===== config.mk =====
export PLATFORM = sky130hd
export DESIGN_NAME = tg_traffic_gen_top
export DESIGN_NICKNAME = d
export VERILOG_FILES = /design/src/hw/tg_cfg_pkg.sv /design/src/hw/tg_noc_pkg.sv /design/src/hw/tg_lfsr.sv /design/src/hw/tg_pattern_gen.sv /design/src/hw/tg_credit_dispatch.sv /design/src/hw/tg_traffic_stats.sv /design/src/hw/tg_traffic_gen_top.sv
export SDC_FILE = /design/constraint.sdc
export NUM_CORES = 2
export LEC_CHECK = 0
export BUFFER_PORTS_ARGS = -buffer_cell sky130_fd_sc_hd__buf_2
export CAP_MARGIN = 15
export CORE_MARGIN = 2
export CORE_UTILIZATION = 45
export DETAILED_ROUTE_END_ITERATION = 7
export PLACE_DENSITY_LB_ADDON = 0.3
export SYNTH_ARGS = -nofsm -noshare
export SYNTH_HDL_FRONTEND = slang
export SYNTH_HIERARCHICAL = 1
export SYNTH_SLANG_ARGS = --single-unit

===== constraint.sdc =====
create_clock -name clk -period 5.2 [get_ports clk]
set_input_delay 0.78 -clock clk [delete_from_list [all_inputs] [get_ports clk]]
set_output_delay 0.78 -clock clk [all_outputs]
set_load 0.005 [all_outputs]

===== src/hw/tg_cfg_pkg.sv =====
package tg_cfg_pkg;

  // traffic pattern select, unknown codes fall back to random
  typedef enum logic [2:0] {
    PAT_RANDOM     = 3'd0,
    PAT_COMPLEMENT = 3'd1,
    PAT_TRANSPOSE  = 3'd2,
    PAT_NEIGHBOR   = 3'd3,
    PAT_TORNADO    = 3'd4
  } pattern_e;

  // random word width
  localparam int RAND_W = 32;

  // transaction id width
  localparam int TXN_W = 16;

  // statistics counter width
  localparam int STAT_W = 32;

  // lfsr state out of reset, must be nonzero
  localparam logic [RAND_W-1:0] LFSR_RESET_SEED = 32'h0000_0001;

endpackage


===== src/hw/tg_noc_pkg.sv =====
package tg_noc_pkg;

  // node position along x or y, mesh up to 4 x 4
  typedef logic [1:0] coord_t;

  // local port number, up to 2 per node
  typedef logic [0:0] port_t;

  // look-ahead output direction of the first hop
  typedef enum logic [2:0] {
    DIR_N = 3'd0,
    DIR_S = 3'd1,
    DIR_E = 3'd2,
    DIR_W = 3'd3,
    DIR_L = 3'd4 // eject at target router
  } dir_e;

endpackage


===== src/hw/tg_lfsr.sv =====
`timescale 1ns/1ns

module tg_lfsr (
  input  logic                          clk,
  input  logic                          rstn,
  input  logic                          en_i,
  input  logic                          load_i,
  input  logic [tg_cfg_pkg::RAND_W-1:0] seed_i,
  output logic [tg_cfg_pkg::RAND_W-1:0] word_o
);

  logic [tg_cfg_pkg::RAND_W-1:0] lfsr_q;
  logic                          fb;

  // taps 32, 22, 2, 1
  assign fb = lfsr_q[31] ^ lfsr_q[21] ^ lfsr_q[1] ^ lfsr_q[0];

  always_ff @(posedge clk or negedge rstn) begin
    if (!rstn) begin
      lfsr_q <= tg_cfg_pkg::LFSR_RESET_SEED;
    end else if (load_i) begin // seed wins over stepping
      lfsr_q <= seed_i;
    end else if (en_i) begin
      lfsr_q <= {lfsr_q[tg_cfg_pkg::RAND_W-2:0], fb};
    end
  end

  assign word_o = lfsr_q;

  // the all-zero state locks up, so a zero seed must never be loaded
  a_lfsr_nonzero: assert property (
    @(posedge clk) disable iff (!rstn)
    load_i |=> (lfsr_q != '0)
  ) else $error("lfsr loaded with zero seed");

endmodule


===== src/hw/tg_pattern_gen.sv =====
`timescale 1ns/1ns

module tg_pattern_gen #(
  parameter int MESH_X      = 4,
  parameter int MESH_Y      = 4,
  parameter int LOCAL_PORTS = 2
) (
  input  tg_cfg_pkg::pattern_e          pattern_i,
  input  logic [tg_cfg_pkg::RAND_W-1:0] src_word_i,
  input  logic [tg_cfg_pkg::RAND_W-1:0] tgt_word_i,
  output tg_noc_pkg::coord_t            src_x_o,
  output tg_noc_pkg::coord_t            src_y_o,
  output tg_noc_pkg::coord_t            tgt_x_o,
  output tg_noc_pkg::coord_t            tgt_y_o,
  output tg_noc_pkg::port_t             src_port_o,
  output tg_noc_pkg::port_t             tgt_port_o,
  output tg_noc_pkg::dir_e              route_o,
  output logic                          cand_vld_o
);

  localparam int TOP = tg_cfg_pkg::RAND_W - 1;
  localparam int TORNADO_OFS = (MESH_X + 1) / 2 - 1; // ceil(x/2) - 1

  tg_noc_pkg::coord_t src_x;
  tg_noc_pkg::coord_t src_y;
  tg_noc_pkg::coord_t tgt_x;
  tg_noc_pkg::coord_t tgt_y;

  // source position and both ports do not depend on the pattern
  assign src_x = tg_noc_pkg::coord_t'(src_word_i[2:0] % MESH_X);
  assign src_y = tg_noc_pkg::coord_t'(src_word_i[TOP -: 3] % MESH_Y);

  assign src_port_o = tg_noc_pkg::port_t'((src_word_i[1:0] ^ tgt_word_i[TOP -: 2]) % LOCAL_PORTS);
  assign tgt_port_o = tg_noc_pkg::port_t'((src_word_i[TOP -: 2] ^ tgt_word_i[1:0]) % LOCAL_PORTS);

  always_comb begin
    case (pattern_i)
      tg_cfg_pkg::PAT_COMPLEMENT: begin
        tgt_x = tg_noc_pkg::coord_t'(MESH_X - 1 - int'(src_x));
        tgt_y = tg_noc_pkg::coord_t'(MESH_Y - 1 - int'(src_y));
      end
      tg_cfg_pkg::PAT_TRANSPOSE: begin
        tgt_x = tg_noc_pkg::coord_t'(int'(src_y) % MESH_X);
        tgt_y = tg_noc_pkg::coord_t'(int'(src_x) % MESH_Y);
      end
      tg_cfg_pkg::PAT_NEIGHBOR: begin
        tgt_x = tg_noc_pkg::coord_t'((int'(src_x) + 1) % MESH_X);
        tgt_y = src_y;
      end
      tg_cfg_pkg::PAT_TORNADO: begin
        tgt_x = tg_noc_pkg::coord_t'((int'(src_x) + TORNADO_OFS) % MESH_X);
        tgt_y = src_y;
      end
      default: begin // random and unused codes
        tgt_x = tg_noc_pkg::coord_t'(tgt_word_i[2:0] % MESH_X);
        tgt_y = tg_noc_pkg::coord_t'(tgt_word_i[TOP -: 3] % MESH_Y);
      end
    endcase
  end

  // xy order, x first
  always_comb begin
    if (tgt_x > src_x) begin
      route_o = tg_noc_pkg::DIR_E;
    end else if (tgt_x < src_x) begin
      route_o = tg_noc_pkg::DIR_W;
    end else if (tgt_y > src_y) begin
      route_o = tg_noc_pkg::DIR_N;
    end else if (tgt_y < src_y) begin
      route_o = tg_noc_pkg::DIR_S;
    end else begin
      route_o = tg_noc_pkg::DIR_L;
    end
  end

  assign cand_vld_o = (src_x != tgt_x) || (src_y != tgt_y); // no same-router tests

  assign src_x_o = src_x;
  assign src_y_o = src_y;
  assign tgt_x_o = tgt_x;
  assign tgt_y_o = tgt_y;

  always_comb begin
    a_coord_in_mesh: assert ((int'(src_x) < MESH_X) && (int'(tgt_x) < MESH_X) &&
                             (int'(src_y) < MESH_Y) && (int'(tgt_y) < MESH_Y))
      else $error("pattern coordinate outside mesh");
  end

endmodule


===== src/hw/tg_credit_dispatch.sv =====
`timescale 1ns/1ns

module tg_credit_dispatch #(
  parameter int MESH_X      = 4,
  parameter int MESH_Y      = 4,
  parameter int LOCAL_PORTS = 2,
  parameter int SENDER_NUM  = MESH_X * MESH_Y * LOCAL_PORTS,
  parameter int CREDIT_NUM  = 2,
  localparam int IDX_W      = (SENDER_NUM > 1) ? $clog2(SENDER_NUM) : 1
) (
  input  logic                         clk,
  input  logic                         rstn,
  input  tg_noc_pkg::coord_t           cand_src_x_i,
  input  tg_noc_pkg::coord_t           cand_src_y_i,
  input  tg_noc_pkg::port_t            cand_src_port_i,
  input  tg_noc_pkg::coord_t           cand_tgt_x_i,
  input  tg_noc_pkg::coord_t           cand_tgt_y_i,
  input  tg_noc_pkg::port_t            cand_tgt_port_i,
  input  tg_noc_pkg::dir_e             cand_route_i,
  input  logic                         cand_vld_i,
  input  logic [SENDER_NUM-1:0]        credit_return_i,
  output logic [SENDER_NUM-1:0]        test_vld_o,
  output tg_noc_pkg::coord_t           test_tgt_x_o,
  output tg_noc_pkg::coord_t           test_tgt_y_o,
  output tg_noc_pkg::port_t            test_tgt_port_o,
  output tg_noc_pkg::dir_e             test_route_o,
  output logic [tg_cfg_pkg::TXN_W-1:0] test_txn_id_o,
  output logic                         gen_pulse_o,
  output logic                         sent_pulse_o,
  output logic [IDX_W-1:0]             sent_idx_o
);

  localparam int CRD_W = $clog2(CREDIT_NUM + 1);

  logic [IDX_W-1:0]             idx_d;
  logic [IDX_W-1:0]             idx_q;
  logic                         vld_q;
  tg_noc_pkg::coord_t           tgt_x_q;
  tg_noc_pkg::coord_t           tgt_y_q;
  tg_noc_pkg::port_t            tgt_port_q;
  tg_noc_pkg::dir_e             route_q;
  logic [tg_cfg_pkg::TXN_W-1:0] txn_q;
  logic [CRD_W-1:0]             credit_q [SENDER_NUM];
  logic [SENDER_NUM-1:0]        crd_full;
  logic                         issue;

  // sender id = (x * MESH_Y + y) * LOCAL_PORTS + port
  assign idx_d = IDX_W'((int'(cand_src_x_i) * MESH_Y + int'(cand_src_y_i)) * LOCAL_PORTS +
                        int'(cand_src_port_i));

  always_ff @(posedge clk or negedge rstn) begin
    if (!rstn) begin
      vld_q <= 1'b0;
    end else begin
      vld_q <= cand_vld_i; // refilled every cycle, never stalls
    end
  end

  always_ff @(posedge clk) begin
    idx_q      <= idx_d;
    tgt_x_q    <= cand_tgt_x_i;
    tgt_y_q    <= cand_tgt_y_i;
    tgt_port_q <= cand_tgt_port_i;
    route_q    <= cand_route_i;
  end

  assign issue = vld_q && (credit_q[idx_q] != '0); // otherwise dropped

  always_comb begin
    test_vld_o = '0;
    if (issue) begin
      test_vld_o[idx_q] = 1'b1;
    end
  end

  for (genvar s = 0; s < SENDER_NUM; s++) begin : g_credit
    always_ff @(posedge clk or negedge rstn) begin
      if (!rstn) begin
        credit_q[s] <= CRD_W'(CREDIT_NUM);
      end else if (test_vld_o[s] && !credit_return_i[s]) begin
        credit_q[s] <= credit_q[s] - 1'b1;
      end else if (!test_vld_o[s] && credit_return_i[s]) begin
        credit_q[s] <= credit_q[s] + 1'b1;
      end
    end

    assign crd_full[s] = (credit_q[s] == CRD_W'(CREDIT_NUM));
  end

  always_ff @(posedge clk or negedge rstn) begin
    if (!rstn) begin
      txn_q <= '0;
    end else if (issue) begin
      txn_q <= txn_q + 1'b1;
    end
  end

  assign test_tgt_x_o    = tgt_x_q;
  assign test_tgt_y_o    = tgt_y_q;
  assign test_tgt_port_o = tgt_port_q;
  assign test_route_o    = route_q;
  assign test_txn_id_o   = txn_q;

  assign gen_pulse_o  = vld_q;
  assign sent_pulse_o = issue;
  assign sent_idx_o   = idx_q;

  a_vld_onehot: assert property (
    @(posedge clk) disable iff (!rstn)
    $onehot0(test_vld_o)
  ) else $error("more than one sender selected");

  // receivers only hand back credits for tests they took
  a_no_overflow: assert property (
    @(posedge clk) disable iff (!rstn)
    (credit_return_i & crd_full) == '0
  ) else $error("credit returned to full counter");

endmodule


===== src/hw/tg_traffic_stats.sv =====
`timescale 1ns/1ns

module tg_traffic_stats #(
  parameter int SENDER_NUM = 32,
  localparam int IDX_W     = (SENDER_NUM > 1) ? $clog2(SENDER_NUM) : 1
) (
  input  logic                          clk,
  input  logic                          rstn,
  input  logic                          gen_pulse_i,
  input  logic                          sent_pulse_i,
  input  logic [IDX_W-1:0]              sent_idx_i,
  input  logic [IDX_W-1:0]              stat_sel_i,
  output logic [tg_cfg_pkg::STAT_W-1:0] gen_total_o,
  output logic [tg_cfg_pkg::STAT_W-1:0] sent_total_o,
  output logic [tg_cfg_pkg::STAT_W-1:0] stat_sent_o
);

  logic [tg_cfg_pkg::STAT_W-1:0] gen_total_q;
  logic [tg_cfg_pkg::STAT_W-1:0] sent_total_q;
  logic [tg_cfg_pkg::STAT_W-1:0] sent_cnt_q [SENDER_NUM];

  always_ff @(posedge clk or negedge rstn) begin
    if (!rstn) begin
      gen_total_q  <= '0;
      sent_total_q <= '0;
    end else begin
      if (gen_pulse_i) begin
        gen_total_q <= gen_total_q + 1'b1; // dropped tests count too
      end
      if (sent_pulse_i) begin
        sent_total_q <= sent_total_q + 1'b1;
      end
    end
  end

  for (genvar s = 0; s < SENDER_NUM; s++) begin : g_sent_cnt
    always_ff @(posedge clk or negedge rstn) begin
      if (!rstn) begin
        sent_cnt_q[s] <= '0;
      end else if (sent_pulse_i && (sent_idx_i == IDX_W'(s))) begin
        sent_cnt_q[s] <= sent_cnt_q[s] + 1'b1;
      end
    end
  end

  assign gen_total_o  = gen_total_q;
  assign sent_total_o = sent_total_q;
  assign stat_sent_o  = (int'(stat_sel_i) < SENDER_NUM) ? sent_cnt_q[stat_sel_i] : '0;

  a_sent_le_gen: assert property (
    @(posedge clk) disable iff (!rstn)
    sent_total_q <= gen_total_q
  ) else $error("sent total above generated total");

endmodule


===== src/hw/tg_traffic_gen_top.sv =====
`timescale 1ns/1ns

module tg_traffic_gen_top #(
  parameter int MESH_X      = 4,
  parameter int MESH_Y      = 4,
  parameter int LOCAL_PORTS = 2,
  parameter int SENDER_NUM  = MESH_X * MESH_Y * LOCAL_PORTS,
  parameter int CREDIT_NUM  = 2,
  localparam int IDX_W      = (SENDER_NUM > 1) ? $clog2(SENDER_NUM) : 1
) (
  input  logic                          clk,
  input  logic                          rstn,
  input  logic                          run_i,
  input  logic                          seed_load_i,
  input  logic [tg_cfg_pkg::RAND_W-1:0] seed_src_i,
  input  logic [tg_cfg_pkg::RAND_W-1:0] seed_tgt_i,
  input  tg_cfg_pkg::pattern_e          pattern_i,
  input  logic [SENDER_NUM-1:0]         credit_return_i,
  input  logic [IDX_W-1:0]              stat_sel_i,
  output logic [SENDER_NUM-1:0]         test_vld_o,
  output tg_noc_pkg::coord_t            test_tgt_x_o,
  output tg_noc_pkg::coord_t            test_tgt_y_o,
  output tg_noc_pkg::port_t             test_tgt_port_o,
  output tg_noc_pkg::dir_e              test_route_o,
  output logic [tg_cfg_pkg::TXN_W-1:0]  test_txn_id_o,
  output logic [tg_cfg_pkg::STAT_W-1:0] gen_total_o,
  output logic [tg_cfg_pkg::STAT_W-1:0] sent_total_o,
  output logic [tg_cfg_pkg::STAT_W-1:0] stat_sent_o
);

  logic [tg_cfg_pkg::RAND_W-1:0] src_word;
  logic [tg_cfg_pkg::RAND_W-1:0] tgt_word;
  tg_noc_pkg::coord_t            cand_src_x;
  tg_noc_pkg::coord_t            cand_src_y;
  tg_noc_pkg::coord_t            cand_tgt_x;
  tg_noc_pkg::coord_t            cand_tgt_y;
  tg_noc_pkg::port_t             cand_src_port;
  tg_noc_pkg::port_t             cand_tgt_port;
  tg_noc_pkg::dir_e              cand_route;
  logic                          cand_vld;
  logic                          gen_pulse;
  logic                          sent_pulse;
  logic [IDX_W-1:0]              sent_idx;

  tg_lfsr i_src_lfsr (
    .clk    (clk),
    .rstn   (rstn),
    .en_i   (run_i),
    .load_i (seed_load_i),
    .seed_i (seed_src_i),
    .word_o (src_word)
  );

  tg_lfsr i_tgt_lfsr (
    .clk    (clk),
    .rstn   (rstn),
    .en_i   (run_i),
    .load_i (seed_load_i),
    .seed_i (seed_tgt_i),
    .word_o (tgt_word)
  );

  tg_pattern_gen #(
    .MESH_X      (MESH_X),
    .MESH_Y      (MESH_Y),
    .LOCAL_PORTS (LOCAL_PORTS)
  ) i_pattern_gen (
    .pattern_i  (pattern_i),
    .src_word_i (src_word),
    .tgt_word_i (tgt_word),
    .src_x_o    (cand_src_x),
    .src_y_o    (cand_src_y),
    .tgt_x_o    (cand_tgt_x),
    .tgt_y_o    (cand_tgt_y),
    .src_port_o (cand_src_port),
    .tgt_port_o (cand_tgt_port),
    .route_o    (cand_route),
    .cand_vld_o (cand_vld)
  );

  tg_credit_dispatch #(
    .MESH_X      (MESH_X),
    .MESH_Y      (MESH_Y),
    .LOCAL_PORTS (LOCAL_PORTS),
    .SENDER_NUM  (SENDER_NUM),
    .CREDIT_NUM  (CREDIT_NUM)
  ) i_dispatch (
    .clk             (clk),
    .rstn            (rstn),
    .cand_src_x_i    (cand_src_x),
    .cand_src_y_i    (cand_src_y),
    .cand_src_port_i (cand_src_port),
    .cand_tgt_x_i    (cand_tgt_x),
    .cand_tgt_y_i    (cand_tgt_y),
    .cand_tgt_port_i (cand_tgt_port),
    .cand_route_i    (cand_route),
    .cand_vld_i      (cand_vld),
    .credit_return_i (credit_return_i),
    .test_vld_o      (test_vld_o),
    .test_tgt_x_o    (test_tgt_x_o),
    .test_tgt_y_o    (test_tgt_y_o),
    .test_tgt_port_o (test_tgt_port_o),
    .test_route_o    (test_route_o),
    .test_txn_id_o   (test_txn_id_o),
    .gen_pulse_o     (gen_pulse),
    .sent_pulse_o    (sent_pulse),
    .sent_idx_o      (sent_idx)
  );

  tg_traffic_stats #(
    .SENDER_NUM (SENDER_NUM)
  ) i_stats (
    .clk          (clk),
    .rstn         (rstn),
    .gen_pulse_i  (gen_pulse),
    .sent_pulse_i (sent_pulse),
    .sent_idx_i   (sent_idx),
    .stat_sel_i   (stat_sel_i),
    .gen_total_o  (gen_total_o),
    .sent_total_o (sent_total_o),
    .stat_sent_o  (stat_sent_o)
  );

endmodule


==> flow_summary_export.csv <==
group,metric,value,unit
setup_path,crit_arrival,5.55,ns
setup_path,required,5.87,ns
clock_network,clock_path_buffers,3,
drt,drt_iter0_markers,4258,
pwr,p_per_area,336,mW/mm²
clock_network,cts.sinks,1246,
clock_network,cts_resized,0,
synthesis,synth.largest_area_cell,"dfrtp_1",
setup_path,cp-start-kind,"flop",
grt,antenna_found_initial,2,
pwr,p_leak,32.2,nW
pwr,vdd_drop_max,0.000274,V
synthesis,ys_warn_count,6,
synthesis,synth-seq-cells,1246,
timing,drv_slew,0,
placement,dp_cells,7693,
synthesis,syn_nets,5805,
clock_network,cts.clk_slew.worst_paths,0.06,ns
outcome,outcome,"finished clean",
setup_path,cp-end-kind,"flop",
grt,grt_pass1_wl,278000,µm
timing,skew,0.0581,ns
synthesis,synthFlopType,"dfrtp_1",
floorplanning,initial_core_util,45.2,%
synthesis,synthTopCellsByArea,"dfrtp_1 (47%), xnor2_1 (11%), mux4_2 (9.0%)",
clock_network,cts_setup_buffers,0,
drt,finalWirelength,178000,µm
grt,grt_pass1_vias,46100,
synthesis,synth-seq-area-share,48.7,%
clock_network,cts_tree,"done",
synthesis,ys_types,73,
timing,tns,0,ns
timing,report.final.setup_viol,0,
floorplanning,rows,138,
floorplanning,die_height,381,µm
timing,final.min_clock_period,4.88,ns
floorplanning,io_pins,260,
setup_path,criticalPathCategory,"flop to flop",
clock_network,numCtsBuffers,140,
synthesis,synth_top_area_share,46.9,%
timing,tightest_slew,1.13,ns
synthesis,syn_avg_cell_area,11.4,µm²
placement,port-buffer-count,259,
drt,drc,0,
timing,rsz0062_at_grt,"false",
clock_network,cts-root-buf,"clkbuf_16",
placement,hpwl,132000,µm
timing,clock.fmax,0.205,GHz
grt,overflow,0,
placement,gp_congestion,0.950,
drt,num_vias,46400,
synthesis,syn_inst,5626,
final_layout,stdcell_count,7946,
drt,ant_nets,0,
synthesis,syn_area,0.0640,mm²
final_layout,final_layout_size_suffix_gt1_share,15.8,%
grt,grt.total_usage,24.5,%
run,drv_cap,0,
timing,hold_viol_final,0,
drt,wire_per_inst,22.4,µm
floorplanning,fp.coreArea,0.141,mm²
setup_path,reg2regPathDepth,9,
setup_path,path_max_fanout,19,
drt,viasPerCell,5.83,
synthesis,async_flop_share,99.0,%
synthesis,synth_edf_count,0,
drt,drt_pass1_iterations,6,
timing,maxSlewHeadroom,23.9,%
clock_network,htreeDepth,4,
final_layout,areaGrowthSynthToFinish,13.7,%
hold_path,hp-class,"input port to flop",
floorplanning,die_w,381,µm
timing,finalCritPeriodShare,93.8,%
final_layout,fill_cells,12300,
floorplanning,die-area,0.145,mm²
hold_path,hold_path_depth,3,
clock_network,clk_latency,0.79,ns
final_layout,finalNetCount,6125,
grt,grt_max_degree,179,
## power by group
part | internal (mW) | switching [mW]
clock network | 6.14 | 4.23
logic | 1.20 | 1.57
registers | 10.5 | 0.818
total | 17.8 | 6.62
## worst paths after layout
| path | startpoint | end | slack [ns] |
|---|---|---|---|
| worst max-delay path | i_dispatch/sent_idx_o[4] | i_stats/sent_cnt_q[506] | 0.32 |
| worst min-delay path | seed_tgt_i[8] | i_tgt_lfsr/word_o[8] | 0.19 |
| worst max register to register | i_dispatch/sent_idx_o[4] | i_stats/sent_cnt_q[506] | 0.32 |
| worst min register to register | i_stats/sent_cnt_q[319] | i_stats/sent_cnt_q[319] | 0.47 |
| max in group asynchronous | rstn | i_tgt_lfsr/word_o[15] | 3.28 |
| min in group asynchronous | rstn | i_stats/sent_total_o[21] | 0.53 |
## metrics by stage
step                hold WS [ns]  worst slack (ns)  power [mW]  util [%]  cell area [µm²]
floorplan                  0.436              1.40        13.0         -            64000
global route               0.177            0.0231        25.4      51.4            72700
global placement           0.452             0.398        14.1      48.0            67800
detailed placement         0.454             0.336        14.2      48.0            67800
finish                     0.194             0.323        24.4      51.4            72700
CTS                        0.148             0.329        24.7      51.4            72700
## Yosys cell counts, drive strengths merged, types with 32 or more instances
cell type     n
a22oi        63
and4        123
dfstp        34
and2         57
xnor2       828
nand2       492
nor4         74
xor2        341
mux2i        94
and3        157
clkbuf      119
ha           71
dfrtp      1199
nor3        130
inv         112
a221oi       32
mux4        256
o21ai        70
nor2        368
nand4       301
nand3       408
buf          72
## per-layer routing
metal,up-vias,routed length (µm),track usage [%],part of all wire (%)
met3,338,12400,4.87,7.0
met1,23600,76000,33.9,43
met4,2,7360,9.84,4.1
li1,20800,-,-,-
met2,1545,82000,38.0,46
met5,-,13,0,0.0073
## timing repair
item	4_1_cts	5_1_grt
hold buffers	1	0
endpoints found under the hold margin	44	0
setup endpoints to repair	0	8
## layout make-up
type	count	area [µm²]	area share (%)
antenna	1	2.50	0.00344
clock buffer	201	4060	5.59
clock inverter	50	797	1.10
inverter	112	420	0.578
multi-input combinational	4077	31600	43.5
sequential	1246	31200	42.9
tap	1890	2360	3.25
timing repair buffer	369	2310	3.17
## flip-flops by register name, summed over array words and instances, names as in the netlist
name / cells
i_dispatch/test_tgt_x_o: 2
i_dispatch/test_route_o: 3
i_stats/gen_total_o: 32
i_tgt_lfsr/word_o: 32
i_dispatch/gen_pulse_o: 1
i_dispatch/sent_idx_o: 5
i_dispatch/test_tgt_y_o: 2
i_stats/sent_cnt_q: 1024
i_dispatch/test_tgt_port_o: 1
i_dispatch/test_txn_id_o: 16
i_src_lfsr/word_o: 32
i_stats/sent_total_o: 32
i_dispatch/credit_q: 64
## cells in the final DEF, fill, tap and decap left out, types with 29 or more instances in the layout
cell / count
dfrtp_1: 1199
xnor2_1: 828
nand2_1: 492
nand3_1: 408
nor2_1: 366
xor2_1: 341
nand4_1: 300
mux4_2: 256
buf_2: 253
and3_1: 157
clkbuf_16: 141
nor3_1: 126
and4_1: 123
inv_1: 112
buf_4: 100
mux2i_1: 94
ha_1: 71
o21ai_0: 69
nor4_1: 63
a22oi_1: 63
and2_1: 53
dfstp_2: 34
a221oi_1: 32
clkbuf_8: 31
mux2_2: 30
clkbuf_1: 29
## critical path: stages (launching register included)
cell	delay, ns
dfxtp_1	0.31
or3_1	0.50
o41ai_4	0.93
o31ai_2	0.23
inv_1	0.60
or4b_4	0.69
or4_4	0.58
nor4_4	0.54
nand4_1	0.19
xnor2_1	0.16
## cell families (layout without fill, tap and decap cells)
family	count (synthesis)	after routing	synth area share (%)
xor+xnor	1169	1169	16.0
mux	381	381	11.0
buf+inv	303	732	1.92
compound gates	222	222	2.51
fa+ha+maj	71	71	1.39
simple gates	2234	2234	18.4
flops	1246	1246	48.7
other cells	0	1	0
Note: power is estimated with default switching activity, not from simulation.
